### src/hdl/vram_pkg.sv
package vram_pkg;

  // fetch buffer size, also the credits the fetcher starts with
  localparam int fifo_depth = 8;

  typedef logic [17:0] vram_addr_t;

  // four palette indexes, byte 0 is the leftmost pixel
  typedef logic [31:0] vram_word_t;

  typedef struct packed {
    logic       valid;
    vram_addr_t addr;
  } rd_req_t;

  typedef struct packed {
    logic       valid;
    vram_word_t data;
  } rd_rsp_t;

  typedef logic [3:0] credit_t;  // 0 .. fifo_depth

  typedef logic [$clog2(fifo_depth)-1:0] fifo_ptr_t;

endpackage

### src/hdl/fetch_fifo.sv
module fetch_fifo (
  input  logic                 clk,
  input  logic                 reset,
  input  vram_pkg::rd_rsp_t    wr,
  input  logic                 pop,
  output vram_pkg::vram_word_t head,
  output logic                 empty
);

  vram_pkg::vram_word_t mem [vram_pkg::fifo_depth];
  vram_pkg::fifo_ptr_t  wr_ptr;
  vram_pkg::fifo_ptr_t  rd_ptr;
  vram_pkg::credit_t    count;
  logic                 do_pop;

  assign empty  = count == '0;
  assign do_pop = pop && !empty;  // a pop on empty is dropped
  assign head   = mem[rd_ptr];    // first word falls through

  // no full check, the fetcher never has more in flight than free slots
  always_ff @(posedge clk or posedge reset) begin
    if (reset) begin
      wr_ptr <= '0;
      rd_ptr <= '0;
      count  <= '0;
    end else begin
      if (wr.valid) begin
        wr_ptr <= wr_ptr + 1'b1;
      end
      if (do_pop) begin
        rd_ptr <= rd_ptr + 1'b1;
      end
      count <= count + vram_pkg::credit_t'(wr.valid) - vram_pkg::credit_t'(do_pop);
    end
  end

  always_ff @(posedge clk) begin
    if (wr.valid) begin
      mem[wr_ptr] <= wr.data;
    end
  end

endmodule

### config.mk
export PLATFORM = sky130hd
export DESIGN_NAME = fetch_fifo
export DESIGN_NICKNAME = d
export VERILOG_FILES = /design/src/hdl/vram_pkg.sv /design/src/hdl/fetch_fifo.sv
export SDC_FILE = /design/constraint.sdc
export NUM_CORES = 1
export LEC_CHECK = 0
export BUFFER_PORTS_ARGS = -buffer_cell sky130_fd_sc_hd__buf_4
export CAP_MARGIN = 0
export CORE_MARGIN = 2
export CORE_UTILIZATION = 60
export DETAILED_ROUTE_END_ITERATION = 12
export MAX_ROUTING_LAYER = met4
export PLACE_DENSITY = 0.79
export SYNTH_ARGS = -nofsm -noshare
export SYNTH_HDL_FRONTEND = slang
export SYNTH_SLANG_ARGS = --single-unit
### constraint.sdc
create_clock -name clk -period 4.78 [get_ports clk]
set_clock_uncertainty 0.2 [all_clocks]
set_input_delay 0.239 -clock clk [delete_from_list [all_inputs] [get_ports clk]]
set_output_delay 0.239 -clock clk [all_outputs]
set_load 0.01 [all_outputs]
# [Word level (Yosys, flattened, before mapping)]
# Memory sizes are Yosys's and may differ from the RTL's.
# Cells that the tools add are included.
[classes] muxes=2 n_reduce_logical=3 n_addsub=4
[ops] cell="$add A3 B1 Y3 const B" n=2
[ops] cell="$add A4 B1 Y4" n=1
[ops] cell="$logic_not A4 Y1" n=1
[ops] cell="$sub A4 B1 Y4" n=1
[ops] cell="$mux W1" n=2
[ops] cell="$logic_and A1 B1 Y1" n=1
[ops] cell="$logic_not A1 Y1" n=1
[totals] inputBits=36 memories=1 wordCells=13 register_bits=10 ramBits=256
[mem_list] memory="mem" words=8 width=32 rd=1 rd_clocked_by_memory_dff=0 wr=1 line_no="fetch_fifo.sv:10" text="vram_pkg::vram_word_t mem [vram_pkg::fifo_depth];"

# [Logic depth before layout (Yosys ltp)]
[logic_depth] depth_word=4 mapped_depth=11 depth_no_buf=11

# [Worst setup path before layout]
# No wires, ideal clock.
[synth_path] path_type="register to register" start="reg wr_ptr[0]" end="mem mem[0][0] in the netlist's numbering, enable pin" path_buffers=0 period_less_slack_ns=3.458 stages_incl_launch_ff=3 required_ns=4.119 t_arrival_ns=2.797 setup_slack_ns=1.322 cell_sequence="dfrtp_1 > nand2b_1 > nor3_1"
[synth_rtl] element="from (decl)" line_no="fetch_fifo.sv:11" text="vram_pkg::fifo_ptr_t wr_ptr;"
[synth_rtl] element="from (signal assigned)" line_no="fetch_fifo.sv:28" text="wr_ptr <= wr_ptr + 1'b1;"
[synth_rtl] element="to (decl)" line_no="fetch_fifo.sv:10"
# Straight into the memory's write port.

# [Worst setup path after layout]
[layout_path] start="reg rd_ptr[0]" end="out head[28]"
[layout_between] elab_chain_cells=1
[layout_rtl] element="from (decl)" line_no="fetch_fifo.sv:12" text="vram_pkg::fifo_ptr_t rd_ptr;"
[layout_rtl] element="from (signal assigned)" line_no="fetch_fifo.sv:31" text="rd_ptr <= rd_ptr + 1'b1;"
[layout_rtl] element="$mem_v2 Z8 W32"
[layout_rtl] element="to (decl)" line_no="fetch_fifo.sv:6" text="output vram_pkg::vram_word_t head,"
# Every way passes these cells.

==> out/results.tsv <==
stage	metric	value	unit
layout	drive_gt1_share	34.7	%
layout	fillerInstances	955	
floorplanning	dieArea	0.0182	sq mm
job	maxCapViolCount	0	
floorplanning	fp-row-count	47	
placement	post-dp-hpwl	10400	um
routing	vias	4718	
routing	wl_per_cell	23.7	um
critical_path	setup.worst_path.end	head[28]	
layout	diodes	0	
critical_path	critical_path.top_delay_family	multiplexers	
power_and_ir_drop	ir_drop	0.000375	V
layout	nets	592	
critical_path	path_buf_inv	2	
grt	track_usage	22.5	%
sta	fin_crit_sh	70.9	%
floorplanning	die_h	135	um
yosys	synth_cells	424	
critical_path	worstPathArrival	2.95	ns
floorplanning	initial_core_util	61.6	%
cts	clock_latency	0.52	ns
cts	h-tree-depth	1	
sta	fin_crit	3.39	ns
routing	topRoutingLayerUsed	met4	
floorplanning	io_pins	69	
yosys	synthTopCellsByCount	256 x edfxtp_1, 39 x mux4_2, 34 x mux2_2, 25 x mux4_1, 10 x dfrtp_1	
yosys	synth_top_area_share	74.7	%
critical_path	r2r-start	count[2]	
cts	clockRootBuffer	clkbuf_16	
grt	grt_max_degree	43	
yosys	ys.warnings.count	0	
outcome	status	finished clean	
sta	tightestPinTransition	1.27	ns
critical_path	crit_type	reg2out	
placement	place_congestion	0.699	
routing	first_pass_iters	4	
sta	maxSlewViolCount	0	
floorplanning	core	0.0167	sq mm
critical_path	cpMaxStageDelayCell	dfrtp_4	
yosys	synth_edf_count	256	
routing	wl	18700	um
sta	setup_viol	0	
hold_path	hold_path_class	in2async	
sta	final.setup.tns	0	ns
routing	met1Wirelength	7450	um
routing	wl_met2	9450	um
power_and_ir_drop	p_per_area	590	mW/mm^2
yosys	synth_cell_types	22	
routing	routed_via_density	5.99	
yosys	ys_ff_latch	266	
yosys	synth_area_per_cell	24.3	sq um
yosys	yosysTopAreaCell	edfxtp_1	
placement	io_buffers	68	
yosys	ys.flop_type	edfxtp_1	
yosys	syn_area	0.0103	sq mm
grt	grt_pass1_wl	29300	um
routing	detail-route-antenna-nets	0	
routing	drt_iter0_drc	412	
yosys	synth.yosys.seq_area_share	77.2	%
critical_path	cp_common_cell	buf_4	
sta	rsz0062_at_grt	false	
power_and_ir_drop	p_leak	4.18	nW
critical_path	end_kind	output pin	
grt	antenna_found_initial	0	
grt	grt_pass1_vias	5096	
yosys	synthTopCellsByArea	edfxtp_1 75%, mux4_2 8.5%, mux4_1 6.4%, mux2_2 3.7%, dfrtp_1 2.4%	
sta	max_freq	295	MHz
cts	tritoncts.num_buffers	26	
critical_path	critPathLaunchType	flip-flop	
sta	slew_headroom	14.7	%
power_and_ir_drop	power.total	0.00722	W
layout	syn_to_final_growth	19.0	%
sta	hold_viol_final	0	
cts	clkSlewWorstSetupHoldPaths	0.06	ns
cts	cts_tree	done	
critical_path	worst-path-stages	4	
yosys	synthMostInstantiatedCell	edfxtp_1	
critical_path	rrSetupSlack	2.18	ns
critical_path	path_max_fanout	36	
critical_path	reg2reg_to	count[2]	
critical_path	critPathRequiredTime	4.34	ns
routing	remaining_drc_errors	0	
grt	grt_overflow	0	
routing	dr_wl_met3	1280	um
cts	ctsLongestPathBuffers	3	
yosys	synth_fp_nets	468	
cts	ctsResizeCount	0	
yosys	postSynth.asyncResetShare	3.76	%
critical_path	path_cells	buf_4 -> mux4_2 -> mux2_2 -> buf_4	
critical_path	reg2reg_depth	10	
critical_path	slowest_delay	0.89	ns
floorplanning	chipWidth	135	um
cts	cts_sinks	266	
critical_path	startpoint	rd_ptr[0]	
## layout by cell type (no fill, tap or decap), drive strengths merged, types with 2 or more instances in the layout
master and count:
mux4 64, xor2 4, xnor2 2, inv 8
buf 79, nand2b 4, edfxtp 256, clkbuf 39
clkinv 8, dlygate4sd3 35, nor2 7, dfrtp 10
nand2 4, mux2 34, ha 7, nor3 2
## state kept, by name (all words and copies together) (netlist names)
name    flops
count       4
mem       256
rd_ptr      3
wr_ptr      3
## cells by family after synthesis
kind of cell,share of synthesized area (%)
compound gates,0.122
xor+xnor,0.511
fa+ha+maj,1.05
buf+inv,1.70
flops,77.2
mux,18.6
simple gates,0.815
## worst reg2reg max path, cell delays in order, from the launching register on
cell,delay (ns)
dfrtp_1,0.35
inv_1,0.08
ha_1,0.16
nor3b_1,0.31
nand2b_1,0.22
inv_1,0.06
ha_1,0.26
inv_1,0.03
ha_1,0.20
fa_1,0.43
xor2_1,0.17
## metrics by stage
| step | worst slack [ns] | cell area (sq um) | cells | util (%) | hold slack [ns] |
|---|---|---|---|---|---|
| after floorplan | 1.32 | 10300 | 424 | - | -0.121 |
| after global placement | 1.95 | 11100 | 705 | 66.4 | 0.0322 |
| after detailed placement | 1.92 | 11100 | 705 | 66.4 | 0.0472 |
| after CTS | 1.33 | 12200 | 787 | 73.3 | 0.0548 |
| after global routing | 1.25 | 12200 | 787 | 73.3 | 0.0912 |
| final | 1.39 | 12200 | 787 | 73.3 | 0.0440 |
## where the power goes
group	switching, W	total, W	internal, W	leakage [nW]
clock network	0.000782	0.00187	0.00109	0.390
logic	0.000902	0.00208	0.00117	1.35
registers	0.000326	0.00327	0.00294	2.44
total	0.00201	0.00722	0.00521	4.18
## metal layers
metal  track usage, %  vias up
li1                 -     2046
met1             29.7     2446
met2             37.3      180
met3             3.34       46
met4             6.60        0
met5                -        -
## how the worst min path moves through the flow
stage,start,endpoint,depth (start not counted)
floorplan,reset,count[0],1
global placement,reset,count[0],2
detailed placement,reset,count[0],2
CTS,reset,wr_ptr[0],3
global route,reset,wr_ptr[0],3
finish,reset,wr_ptr[0],3
## what timing repair did
action / CTS / global route
setup buffers: 0 / 0
hold buffers: 35 / 0
endpoints found under the hold margin: 273 / 0
## area by class of cell
class	count	area (sq um)	area share, %
Sequential cell	266	7940	64.9
Multi-Input combinational cell	132	2230	18.2
Timing Repair Buffer	114	968	7.91
Clock buffer	39	761	6.21
Tap cell	220	275	2.25
Clock inverter	8	33.8	0.276
Inverter	8	30.0	0.245
Power figures use the tool's default switching activity.
