$ cat src/hdl/video_timing_pkg.sv
package video_timing_pkg;

  // 60 Hz raster, beam clock domain
  localparam int h_total       = 858;  // clocks per line
  localparam int v_total       = 525;  // lines per frame
  localparam int active_width  = 720;
  localparam int active_height = 480;

  typedef logic [9:0] coord_t;

  typedef struct packed {
    coord_t cx;
    coord_t cy;
    logic   line_start;   // cx == 0
    logic   frame_start;  // cx == 0 and cy == 0
  } beam_t;

  // start inclusive, end exclusive
  typedef struct packed {
    coord_t start_x;
    coord_t end_x;
    coord_t start_y;
    coord_t end_y;
  } view_cfg_t;

  typedef enum logic {
    mode_res = 1'b0,  // one pixel per byte
    mode_mid = 1'b1   // pixels doubled both ways
  } disp_mode_t;

  typedef struct packed {
    view_cfg_t   view;
    disp_mode_t  mode;
    logic        disp_on;
    logic [7:0]  frame_col;  // border index
    logic [16:0] page_addr;  // first word of the bitmap
  } frame_cfg_t;

endpackage

$ cat src/hdl/raster_timer.sv
module raster_timer (
  input  logic                          clk,
  input  logic                          reset,
  input  video_timing_pkg::frame_cfg_t  cfg_in,
  output video_timing_pkg::beam_t       beam,
  output video_timing_pkg::frame_cfg_t  cfg
);

  video_timing_pkg::coord_t cx;
  video_timing_pkg::coord_t cy;
  logic                     line_last;
  logic                     frame_last;
  logic                     cfg_load;

  assign line_last  = cx == video_timing_pkg::coord_t'(video_timing_pkg::h_total - 1);
  assign frame_last = cy == video_timing_pkg::coord_t'(video_timing_pkg::v_total - 1);

  // the last line already runs on the next frame's settings, so the
  // prefetch of viewport row 0 made there sees the right mode and page
  assign cfg_load = line_last &&
                    cy == video_timing_pkg::coord_t'(video_timing_pkg::v_total - 2);

  always_ff @(posedge clk or posedge reset) begin
    if (reset) begin
      cx <= '0;
      cy <= '0;
    end else if (line_last) begin
      cx <= '0;
      cy <= frame_last ? '0 : cy + 1'b1;
    end else begin
      cx <= cx + 1'b1;
    end
  end

  // shadow of the register file, never changes inside a picture
  always_ff @(posedge clk or posedge reset) begin
    if (reset) begin
      cfg <= '0;  // empty viewport until the first load
    end else if (cfg_load) begin
      cfg <= cfg_in;
    end
  end

  assign beam.cx          = cx;
  assign beam.cy          = cy;
  assign beam.line_start  = cx == '0;
  assign beam.frame_start = cx == '0 && cy == '0;

endmodule

$ cat config.mk
export PLATFORM = sky130hd
export DESIGN_NAME = raster_timer
export DESIGN_NICKNAME = d
export VERILOG_FILES = /design/src/hdl/video_timing_pkg.sv /design/src/hdl/raster_timer.sv
export SDC_FILE = /design/constraint.sdc
export NUM_CORES = 1
export LEC_CHECK = 0
export BUFFER_PORTS_ARGS = -buffer_cell sky130_fd_sc_hd__clkbuf_2
export CAP_MARGIN = 20
export CORE_MARGIN = 10
export CORE_UTILIZATION = 25
export DETAILED_ROUTE_END_ITERATION = 7
export SYNTH_ARGS = -nofsm -noshare
export SYNTH_HDL_FRONTEND = slang
export SYNTH_SLANG_ARGS = --single-unit
$ cat constraint.sdc
create_clock -name clk -period 3.3 [get_ports clk]
set_input_delay 0.33 -clock clk [delete_from_list [all_inputs] [get_ports clk]]
set_output_delay 0.33 -clock clk [all_outputs]
set_load 0.01 [all_outputs]
Yosys cells after proc, flatten, opt, wreduce, memory -nomap -nowiden
Cells that the tools add are included.
{"block": "op_classes", "n_reduce_logical": 4, "mux": 2, "n_eq_ne": 3, "n_addsub": 2}
{"cell": "equality test 10 bit, second input constant", "n": 3}
{"cell": "adder 10 x 1 -> 10 bit, second input constant", "n": 2}
{"cell": "logical NOT 10 bit", "n": 2}
{"cell": "two-way mux 10 bit", "n": 2}
{"cell": "logical AND 1 bit", "n": 2}
{"block": "word_totals", "in_bits": 69, "word_cells": 21, "regBits": 87, "out_inout_bits": 89}

Depth between registers and ports, before layout
{"block": "depth", "word_depth": 2, "depth_mapped": 9}

Worst setup path after synthesis
No wires, ideal clock.
{"block": "synth_timing", "path_kind": "register -> register", "from": "register cx[0]", "to": "register cfg[15] (netlist bit)", "path_stages_with_launch": 9, "period_less_slack_ns": 1.976, "arrival_time_ns": 1.851, "slack_ns": 1.324, "cell_sequence": "dfrtp_1 ha_1 and3_1 and4_1 buf_4 nand4_4 buf_6 buf_6 mux2_4"}
{"block": "synth_via", "elab_chain_len": 2}
{"element": "start: declaration", "line_no": "raster_timer.sv:9", "rtl": "video_timing_pkg::coord_t cx;"}
{"element": "start signal: assignment", "line_no": "raster_timer.sv:31", "rtl": "cx <= cx + 1'b1;"}
{"element": "equality test 10 bit", "line_no": "raster_timer.sv:15", "rtl": "assign line_last = cx == video_timing_pkg::coord_t'(video_timing_pkg::h_total - 1);"}
{"element": "logical AND 1 bit", "line_no": "raster_timer.sv:20", "rtl": "assign cfg_load = line_last &&"}
{"element": "end signal: assignment", "line_no": "raster_timer.sv:40", "rtl": "cfg <= cfg_in;"}
{"element": "end: declaration", "line_no": "raster_timer.sv:6", "rtl": "output video_timing_pkg::frame_cfg_t cfg"}
No other way between the ends.
A chain may end at the register's enable or synchronous reset.

Worst setup path after layout
{"block": "layout_timing", "from": "register cx[1]", "to": "register cfg[48] (netlist bit)"}
The elaborated chain is that of the path after synthesis.

==> flow_metrics.py <==
metrics = {
    "run_status": {
        "status": "completed",
    },
    "worst_setup_path": {
        "r2r-start": "cx[1]$_DFF_PP0_",
        "start_kind": "flop",
        "critPathArrivalTime_ns": 2.72,
        "critical_path_class": "reg2reg",
        "cp_max_fo": 34,
        "crit_start": "cx[1]$_DFF_PP0_",
        "end_kind": "flop",
        "worstPathRequired_ns": 3.51,
    },
    "global_routing": {
        "antenna_found_initial": 0,
        "grtUsageMet1_pct": 11.7,
        "use_met3_pct": 4.31,
        "top_usage_layer": "met2",
        "grt_pass1_vias": 2917,
        "grt_max_degree": 87,
        "met2_usage_pct": 13.8,
        "grt_overflow": 0,
        "grtUsageTotal_pct": 9.37,
        "grt_pass1_wl_um": 15500,
    },
    "synthesis": {
        "yosysTopAreaCell": "dfrtp_1",
        "yosysWarningCount": 0,
        "ys_top_cells_by_area": "dfrtp_1, mux2_4, mux2_2, xor2_1, ha_1",
        "synth_fa_ha_area_share_pct": 1.69,
        "yosys.area_share.simple_pct": 8.52,
        "async_reset_ff_share_pct": 100,
        "synth_edf_count": 0,
        "muxShareOfSynthArea_pct": 24.0,
        "syn-num-nets": 321,
        "synth_xor_area_share_pct": 2.60,
        "ys_ff_latch": 87,
        "avgSynthCellArea_um2": 15.0,
        "synthFlopType": "dfrtp_1",
        "synth_cells": 247,
        "synthDistinctLibCells": 37,
        "seq_area_frac_synth_pct": 58.8,
        "syn_area_um2": 3700,
        "synth_top_family_by_area": "multiplexers",
        "synth-compound-area-share_pct": 1.72,
        "yosysTopAreaCellShare_pct": 58.8,
    },
    "finish": {
        "n_antenna_cell": 0,
        "drive_gt1_share_pct": 59.5,
        "syn2layout_area_growth_pct": 36.5,
        "fin_area_um2": 5050,
        "nets": 484,
    },
    "worst_hold_path": {
        "hp-class": "in2reg",
        "hp-start": "cfg_in[9]",
    },
    "place": {
        "placed_area_um2": 4690,
        "port_buffers": 157,
        "hpwl_um": 7070,
        "gp_congestion": 0.760,
    },
    "power": {
        "seqPwrFrac_pct": 45.4,
        "combPwrFrac_pct": 7.3,
        "intPower_w": 0.00197,
        "ir_drop_uv": 300,
        "p_per_area_nw_per_um2": 493,
        "power_switching_w": 0.000519,
        "clkPwrFrac_pct": 47.2,
        "leakage_nw": 2.61,
        "switching_share_pct": 20.9,
    },
    "route": {
        "post_drt_wl_per_cell_um": 15.7,
        "drtIter0Drc": 72,
        "drt-pass1-iter-count": 4,
        "vias": 2562,
        "post-route-drc-count": 0,
        "wl_um": 9400,
        "ant_nets": 0,
        "viasPerCell": 4.28,
    },
    "timing": {
        "min_period_over_period_pct": 76.0,
        "timing.fmax_mhz": 399,
        "hold_slack_ns": 0.218,
        "rsz0062_at_grt": "no",
        "finalHoldViolCount": 0,
        "finalSetupViolCount": 0,
        "period_needed_ns": 2.51,
        "slew_violations": 0,
        "fin_setup_tns_ns": 0,
        "skew_ns": 0.00574,
        "worstMarginPinSlew_ns": 0.646,
        "relSlewSlack_pct": 56.8,
    },
    "die": {
        "rows": 44,
        "die_width_um": 142,
        "design.portCount": 158,
        "die_area_um2": 20100,
        "coreArea_um2": 14500,
        "start_util_pct": 25.5,
        "die_height_um": 142,
    },
    "clock_network": {
        "cts_max_level": 3,
        "cts_tree": "done",
        "clock_latency_ns": 0.33,
        "cts_sinks": 87,
        "clockBufferDepth": 2,
        "cts-root-buf": "clkbuf_16",
        "clk_pin_slew_worst_paths_ns": 0.07,
        "numCtsBuffers": 9,
    },
    "run": {
        "cap_violations": 0,
    },
}
[placed cells by master, fill, tap and decap left out, types with 2 or more instances in the layout]
| cell | instances |
|---|---|
| nor3_1 | 2 |
| nor2_1 | 7 |
| and4b_1 | 2 |
| bufinv_16 | 3 |
| nand3_1 | 6 |
| nand4_1 | 4 |
| nand2_1 | 6 |
| dfrtp_1 | 87 |
| o21ai_0 | 3 |
| buf_12 | 2 |
| ha_1 | 5 |
| mux2_4 | 30 |
| xnor2_1 | 3 |
| clkbuf_2 | 157 |
| nor4_1 | 2 |
| mux2_2 | 37 |
| clkinv_2 | 2 |
| clkbuf_16 | 9 |
| mux2i_1 | 2 |
| xor2_1 | 8 |
| and4_1 | 3 |
| and3_1 | 8 |
| and2_1 | 2 |
| inv_1 | 6 |
[final timing paths]
check	end	slack (ns)	depth (start not counted)
min in group asynchronous	cfg[50]$_DFFE_PP0P_	0.37	3
max in group asynchronous	cx[8]$_DFF_PP0_	2.29	4
min	cfg[9]$_DFFE_PP0P_	0.22	2
max	cfg[48]$_DFFE_PP0P_	0.79	7
max reg2reg	cfg[48]$_DFFE_PP0P_	0.79	7
min reg2reg	cfg[4]$_DFFE_PP0P_	0.51	1
[cells in the mapped netlist, types with 3 or more instances]
library cell / number
ha_1: 5
buf_6: 4
buf_2: 3
inv_1: 7
and4_1: 3
nand3_1: 6
nand4_1: 4
nor2_1: 7
dfrtp_1: 87
xor2_1: 8
o21ai_0: 3
and3_1: 8
nand2_1: 6
xnor2_1: 3
mux2_4: 30
mux2_2: 37
[routing by layer]
metal / share of wire [%] / vias to the layer above / routed length (um)
li1: - / 1205 / -
met1: 44 / 1232 / 4160
met2: 44 / 115 / 4150
met3: 10 / 10 / 964
met4: 1.4 / 0 / 128
met5: 0 / - / 0
[cell type report]
cell class | count | area (um^2)
Tap cell | 184 | 230
Clock buffer | 11 | 243
Fill cell | 1419 | 9480
Timing Repair Buffer | 161 | 843
Sequential cell | 87 | 2180
Multi-Input combinational cell | 144 | 1430
Clock inverter | 5 | 104
Inverter | 7 | 27.5
[flip-flops by register name, summed over array words and instances, names as in the netlist]
register and count:
cfg 67, cx 10, cy 10
[critical path, cell delays in order, from the launching register on]
cell,delay (ns)
dfrtp_1,0.40
inv_1,0.09
ha_1,0.14
and3_1,0.19
and4_1,0.27
nand4_4,0.50
buf_12,0.43
mux2_4,0.32
[metrics by stage]
step           instances  setup slack [ns]  power (W)  util [%]
2_1_floorplan        247             0.720    0.00123         -
6_report             599             0.792    0.00249      34.7
3_3_place_gp         582             0.810    0.00133      32.3
3_5_place_dp         582             0.775    0.00134      32.3
4_1_cts              599             0.742    0.00254      34.7
5_1_grt              599             0.622    0.00261      34.7
[logic make-up after synthesis]
| group | count (synthesis) |
|---|---|
| fa+ha+maj | 5 |
| buf+inv | 16 |
| compound gates | 9 |
| simple gates | 50 |
| mux | 69 |
| xor+xnor | 11 |
| flops | 87 |
[power groups by stage]
stage	sequential, W	clock, W	combinational (W)
2_1_floorplan	0.00117	0	0.0000622
4_1_cts	0.00113	0.00122	0.000190
3_5_place_dp	0.00115	0	0.000188
3_3_place_gp	0.00115	0	0.000184
5_1_grt	0.00114	0.00127	0.000203
6_report	0.00113	0.00117	0.000183
[what timing repair did]
item                                    4_1_cts  5_1_grt
endpoints found under the setup margin        0        0
setup buffers                                 0        0
endpoints found under the hold margin         1        0
hold buffers                                  1        0
gates resized for setup                       0        0
Power figures use the tool's default switching activity.
