`src/hdl/video_timing_pkg.sv`:
```
package video_timing_pkg;

  // 60 Hz raster, beam clock domain
  localparam int h_total       = 858;  // clocks per line
  localparam int v_total       = 525;  // lines per frame
  localparam int active_width  = 720;
  localparam int active_height = 480;

  typedef logic [9:0] coord_t;

  typedef struct packed {
    coord_t cx;
    coord_t cy;
    logic   line_start;   // cx == 0
    logic   frame_start;  // cx == 0 and cy == 0
  } beam_t;

  // start inclusive, end exclusive
  typedef struct packed {
    coord_t start_x;
    coord_t end_x;
    coord_t start_y;
    coord_t end_y;
  } view_cfg_t;

  typedef enum logic {
    mode_res = 1'b0,  // one pixel per byte
    mode_mid = 1'b1   // pixels doubled both ways
  } disp_mode_t;

  typedef struct packed {
    view_cfg_t   view;
    disp_mode_t  mode;
    logic        disp_on;
    logic [7:0]  frame_col;  // border index
    logic [16:0] page_addr;  // first word of the bitmap
  } frame_cfg_t;

endpackage

```
`src/hdl/vram_pkg.sv`:
```
package vram_pkg;

  // fetch buffer size, also the credits the fetcher starts with
  localparam int fifo_depth = 8;

  typedef logic [17:0] vram_addr_t;

  // four palette indexes, byte 0 is the leftmost pixel
  typedef logic [31:0] vram_word_t;

  typedef struct packed {
    logic       valid;
    vram_addr_t addr;
  } rd_req_t;

  typedef struct packed {
    logic       valid;
    vram_word_t data;
  } rd_rsp_t;

  typedef logic [3:0] credit_t;  // 0 .. fifo_depth

  typedef logic [$clog2(fifo_depth)-1:0] fifo_ptr_t;

endpackage

```
`src/hdl/vram_fetcher.sv`:
```
module vram_fetcher (
  input  logic                          clk,
  input  logic                          reset,
  input  video_timing_pkg::beam_t       beam,
  input  video_timing_pkg::frame_cfg_t  cfg,
  input  logic                          credit_return,
  output vram_pkg::rd_req_t             rd_req
);

  video_timing_pkg::coord_t next_row;
  video_timing_pkg::coord_t rel_next;
  video_timing_pkg::coord_t view_width;
  video_timing_pkg::coord_t words_per_line;
  video_timing_pkg::coord_t remaining;  // words still to ask for this line
  vram_pkg::vram_addr_t     addr;
  vram_pkg::credit_t        credits;
  logic                     is_mid;
  logic                     line_end;
  logic                     last_row;
  logic                     row_needed;
  logic                     issue;

  assign is_mid   = cfg.mode == video_timing_pkg::mode_mid;
  assign line_end = beam.cx == video_timing_pkg::coord_t'(video_timing_pkg::active_width);
  assign last_row = beam.cy == video_timing_pkg::coord_t'(video_timing_pkg::v_total - 1);

  // row after this one, wrapping into the next frame
  assign next_row = last_row ? '0 : beam.cy + 1'b1;
  assign rel_next = next_row - cfg.view.start_y;

  // odd mid rows come from the line buffer, no fetch
  assign row_needed = next_row >= cfg.view.start_y &&
                      next_row < cfg.view.end_y &&
                      next_row < video_timing_pkg::active_height &&
                      (!is_mid || !rel_next[0]);

  assign view_width     = cfg.view.end_x - cfg.view.start_x;
  assign words_per_line = is_mid ? view_width >> 3 : view_width >> 2;

  assign issue = remaining != '0 && credits != '0;

  always_ff @(posedge clk or posedge reset) begin
    if (reset) begin
      remaining <= '0;
      addr      <= '0;
      credits   <= vram_pkg::credit_t'(vram_pkg::fifo_depth);
      rd_req    <= '0;
    end else begin
      // one credit out per request, one back per pop
      credits <= credits - vram_pkg::credit_t'(issue) + vram_pkg::credit_t'(credit_return);

      if (line_end) begin
        remaining <= row_needed ? words_per_line : '0;
      end else if (issue) begin
        remaining <= remaining - 1'b1;
      end

      // first fetch of a frame happens on its preceding last line
      if (line_end && last_row) begin
        addr <= vram_pkg::vram_addr_t'(cfg.page_addr);
      end else if (issue) begin
        addr <= addr + 1'b1;
      end

      rd_req.valid <= issue;
      rd_req.addr  <= addr;
    end
  end

endmodule

```
`config.mk`:
```
export PLATFORM = sky130hd
export DESIGN_NAME = vram_fetcher
export DESIGN_NICKNAME = d
export VERILOG_FILES = /design/src/hdl/video_timing_pkg.sv /design/src/hdl/vram_pkg.sv /design/src/hdl/vram_fetcher.sv
export SDC_FILE = /design/constraint.sdc
export NUM_CORES = 1
export LEC_CHECK = 0
export CORE_ASPECT_RATIO = 1.2
export CORE_MARGIN = 2
export CORE_UTILIZATION = 45
export CTS_CLUSTER_DIAMETER = 80
export DETAILED_ROUTE_END_ITERATION = 6
export DONT_BUFFER_PORTS = 1
export PLACE_DENSITY = 0.57
export REMOVE_ABC_BUFFERS = 1
export SYNTH_ARGS = -nofsm -noshare
export SYNTH_HDL_FRONTEND = slang
export SYNTH_SLANG_ARGS = --single-unit
```
`constraint.sdc`:
```
create_clock -name clk -period 3.2 [get_ports clk]
set_input_delay 0.96 -clock clk [delete_from_list [all_inputs] [get_ports clk]]
set_output_delay 0.96 -clock clk [all_outputs]
set_load 0.02 [all_outputs]
```
== After elaboration in Yosys (flattened, before gate mapping) ==
Cells that the tools add are included.
Word-level totals
  output and inout bits: 19
  logic and storage cells: 36
  bits in registers: 51
  bits of input ports: 92
Operators by class
  add/subtract/negate cells: 7
  $lt $le $gt $ge: 3
  eq/ne operators: 2
  reduce and logical (&&, ||, !) cells: 12
  multiplexer cells: 7
Operators by type and width (number)
  two-way mux 18 bit: 2
  two-way mux 10 bit: 3
  == test 10 bit, second input constant: 2
  adder 18 x 1 -> 18 bit, second input constant: 1
  two-way mux 8 bit: 2
  adder 10 x 1 -> 10 bit, second input constant: 1
  greater-or-equal comparator 10 bit: 1
  less-than comparator 10 bit: 1
  less-than comparator 10 x 9 -> 1 bit, second input constant: 1
  nonzero test 10 bit: 1
  subtractor 10 x 1 -> 10 bit, second input constant: 1
  subtractor 10 bit: 1
  logical AND 1 bit: 5
  adder 4 x 1 -> 4 bit: 1
  nonzero test 2 bit: 2
  nonzero test 4 bit: 1
  subtractor 4 x 1 -> 4 bit: 1
  zero test 1 bit: 2
  logical OR 1 bit: 1
  subtractor 1 bit: 1

== Logic depth before layout (Yosys ltp) ==
  depth after elaboration: 8
  mapped depth: 14
  mapped depth without buffers: 14

== Least setup slack after synthesis ==
OpenSTA, ideal clock, no wires.
  kind: in2reg
  start point: in beam[2] in the netlist's numbering
  end point: reg remaining[3]
  setup time: 95 ps
  arrival time: 3794 ps
  cell stages on the path: 13
  path slack: -689 ps
  buffers on the path: 0
  data required time: 3105 ps
  cells stage by stage: inv_1 ha_1 or4b_4 or3b_4 nor3_2 nor2b_1 ha_1 nor4b_1 a211oi_1 a211o_1 a211oi_4 nand2_2 o31ai_1
On the way
  cells in the longest elaborated chain, start to end: 8
  elaborated cells between the ends (all ways): 14
  classes of those cells: add/sub (2); order compare (3); eq/ne (1); mux (3); reduce/logical (5)
Ends and longest elaborated chain
  from (decl): RTL line vram_fetcher.sv:4  | input video_timing_pkg::beam_t beam,
  adder 10 x 1 -> 10 bit / == test 10 bit (equally long branches): RTL line vram_fetcher.sv:28, vram_fetcher.sv:25
  two-way mux 10 bit (*): RTL line vram_fetcher.sv:28  | assign next_row = last_row ? '0 : beam.cy + 1'b1;
  greater-or-equal comparator 10 bit (tied with other cells): RTL line vram_fetcher.sv:32  | assign row_needed = next_row >= cfg.view.start_y &&
  logical AND 1 bit / zero test 1 bit (equally long branches): RTL line vram_fetcher.sv:32, vram_fetcher.sv:35
  logical AND 1 bit / logical OR 1 bit (equally long branches): RTL line vram_fetcher.sv:33, vram_fetcher.sv:35
  logical AND 1 bit (*): RTL line vram_fetcher.sv:34  | next_row < video_timing_pkg::active_height &&
  two-way mux 8 bit (*): RTL line vram_fetcher.sv:53  | remaining <= row_needed ? words_per_line : '0;
  two-way mux 10 bit (*): RTL line vram_fetcher.sv:52  | if (line_end) begin
  to (signal assigned): RTL line vram_fetcher.sv:53
  to (signal assigned): RTL line vram_fetcher.sv:55  | remaining <= remaining - 1'b1;
  to (decl): RTL line vram_fetcher.sv:14  | video_timing_pkg::coord_t remaining;
Mark *: on every way between the ends. The rest lies on a longest branch, timed or not.
A chain may end at the register's enable or synchronous reset.

== Final worst setup path ==
Ends and elaborated chain as after synthesis.

==> results.yml <==
setup_path:
  critPathMaxFanout: 6
  critical_path_required_ns: 3.41
  rr_worst_depth: 11
  critPathSlowestCell: "or4b_4"
  start_kind: "primary input"
  crit_buf_inv: 1
  rr_startpoint: "remaining[0]"
  regToRegEndpoint: "remaining[2]"
  path_delay_family: "simple AND/OR/NAND/NOR gates"
  cp.depth: 14
  end_kind: "flip-flop"
  criticalPathCategory: "in -> reg"
  cp.arrival_ns: 3.80
  slowest_delay_ns: 0.45
  cp-startpoint: "beam[2]"
  rrSetupSlack_ns: 0.50
  cp_common_cell: "ha_4"
  cp_cell_sequence: "clkinv_16 > ha_4 > or4b_4 > or3b_4 > nor3_4 > nor2b_2 > ha_4 > nand3b_1 > o21ai_2 > a211oi_2 > a211o_1 > a211oi_4 > nand2_2 > o31ai_1"
finish:
  ff_latch_area_um2: 1277
  finalCoreUtilization_pct: 54.56
  multi_input_area_um2: 2258
  nets: 578
  layout-drive-gt1-share_pct: 16.81
  diodes: 0
  final_cells: 544
  syn_to_final_growth_pct: 15.99
  fillers: 696
synthesis:
  synth.top_cell.area_share_pct: 34.32
  synthMostInstantiatedCell: "dfrtp_1"
  yosysTopAreaCell: "dfrtp_1"
  synth_area_per_cell_um2: 8.681
  synthTopCellsByCount: "50 x dfrtp_1, 46 x inv_1, 43 x nor2_1, 36 x a21oi_1, 34 x ha_1"
  synth_edf_count: 0
  seq_area_frac_synth_pct: 35.04
  syn_inst: 420
  synth.distinct_cells: 60
  async_flop_share_pct: 100.0
  synthTopCellsByArea: "dfrtp_1 34%, ha_1 12%, a21oi_1 4.9%"
  synth_ff_type: "dfrtp_1"
  synth_area_um2: 3646
  ys_ff_latch: 51
  yosysWarnings: 0
global_route:
  antenna_found_initial: 0
  track_usage_pct: 18.23
  first_global_vias: 3001
  grt_max_degree: 24
  grt_pass1_wl_mm: 13.29
  grt-ovfl-total: 0
floorplan:
  dieHeight_um: 102.6
  start_util_pct: 47.04
  core.rowCount: 35
  core_um2: 7751
  die_x_um: 86.17
  dieArea_um2: 8841
  pin_count: 111
sta:
  post-route-min-period_ns: 3.585
  slew_headroom_pct: 48.93
  fmaxAchievable_mhz: 279.0
  setup_viol: 8
  skew_ns: 0.006367
  maxSlewViolCount: 0
  worst_slack_ns: -0.3848
  hold_violations: 0
  worstMarginPinSlew_ns: 0.7595
  rsz0062_at_grt: "yes"
  min_period_over_period_pct: 112.0
worst_hold_path:
  hold_start: "addr[17]"
  holdCritPathClass: "reg -> reg"
  whs_endpoint: "rd_req[17]"
  min_path_cells: 0
clocking:
  cts_root_buf: "clkbuf_8"
  clkTransAtPathRegs_ns: 0.09
  cts_buffers: 5
  cts_max_level: 2
  clockBufferDepth: 2
  clk_latency_ns: 0.30
  clock-sinks: 51
  cts_tree: "built"
drt:
  postRouteAntennaNets: 0
  wl_per_cell_um: 14.57
  vias: 3060
  routed_wl_mm: 7.927
  via_per_inst: 5.625
  dr.pass1.iters: 4
  route.detailed.drc: 0
  drt_iter0_markers: 106
place:
  gp_congestion: 0.7878
  port_buffers: 0
  post-place-cells: 531
  dp_hpwl_mm: 6.242
pwr:
  swShare_pct: 39.91
  p_seq_share_pct: 51.6
  clkPwrFrac_pct: 13.4
  internal_power_mw: 1.596
  leakage_nw: 1.872
  p_switching_mw: 1.060
  combPwrFrac_pct: 34.9
  powerDensity_nw_per_um2: 627.8
  vdd_ir_drop_max_v: 0.0002039
run_status:
  violations: "setup timing"
  status: "finished, violations left"
run:
  max_cap_viol_count: 0
-- routing by layer --
metal | GRT usage (%) | part of all wire, % | vias to the layer above | routed length, um
met4 | 5.288 | 1.1 | 0 | 86
met3 | 3.443 | 5.2 | 8 | 409
met5 | 0 | 0 | - | 0
met1 | 21.95 | 43 | 1432 | 3371
met2 | 33.15 | 51 | 77 | 4060
li1 | - | - | 1543 | -
-- logic make-up after synthesis --
group                    Yosys count  share of synthesized area (%)
adder cells (fa/ha/maj)           35                          12.22
multiplexers                       3                         0.8579
XOR/XNOR                          33                          7.927
buffers and inverters             59                          6.074
AO/OA/AOI/OAI                    100                          18.33
flip-flops                        51                          35.04
AND/OR/NAND/NOR                  139                          19.56
-- area by class of cell --
cell class / count / share of cell area [%]
flip-flops and latches: 51 / 30.21
multi-input cells: 310 / 53.40
clock inverters: 2 / 0.2959
well taps: 92 / 2.722
inverters: 46 / 5.000
repair buffers: 37 / 6.657
clock buffers: 6 / 1.716
-- layout by cell type, fill, tap and decap left out, types with 6 or more instances in the layout --
cell type	synthesis	final
ha_1	34	30
nand2_1	23	23
xor2_1	15	15
o21ai_0	16	14
nand3_1	14	14
nor2_1	43	43
xnor2_1	18	18
a21oi_1	36	36
inv_1	46	43
buf_4	0	36
nor3b_1	6	6
dfrtp_1	50	50
a31oi_1	8	8
nand4_1	10	10
nor3_1	9	9
-- through the flow --
step	total power [mW]	setup TNS, ns	instance area [um^2]	setup WS, ns	hold WS [ns]
floorplan	2.040	-5.273	3597	-0.6899	0.3718
global placement	2.250	-6.181	3953	-0.8490	0.3791
detailed placement	2.284	-6.640	3953	-0.9357	0.3781
CTS	2.663	-2.877	4148	-0.3948	0.3984
global route	2.875	-4.021	4229	-0.5281	0.4203
finish	2.655	-2.839	4229	-0.3848	0.3978
-- state kept, by name, summed over array words and instances (netlist names) --
| name | cells |
|---|---|
| rd_req | 19 |
| addr | 18 |
| remaining | 10 |
| credits | 4 |
-- repair_timing --
item	4_1_cts	5_1_grt
gates cloned	0	0
resized for setup	20	12
pin swaps	16	8
hold buffers	0	0
setup buffers	3	2
setup endpoints to repair	8	8
-- power by group through the flow --
stage | Sequential [mW] | Clock, mW | Combinational (mW)
after floorplan | 1.32 | 0 | 0.716
after global placement | 1.38 | 0 | 0.867
after detailed placement | 1.39 | 0 | 0.894
after CTS | 1.38 | 0.368 | 0.918
after global routing | 1.43 | 0.387 | 1.06
final | 1.37 | 0.357 | 0.927
-- worst max-delay path by stage --
stage,endpoint
after global placement,remaining[3]
after global routing,remaining[3]
after detailed placement,remaining[5]
after CTS,remaining[0]
after floorplan,remaining[3]
final,remaining[3]
-- worst reg2reg max path, stage by stage, from the launching register on --
cell	delay [ns]
dfrtp_1	0.40
inv_1	0.08
ha_1	0.17
nor3b_1	0.34
nor3b_1	0.24
buf_4	0.17
a21oi_1	0.09
buf_4	0.23
or2_0	0.34
and2_1	0.21
o21ai_0	0.21
o21ai_1	0.10
Power figures use the tool's default switching activity.
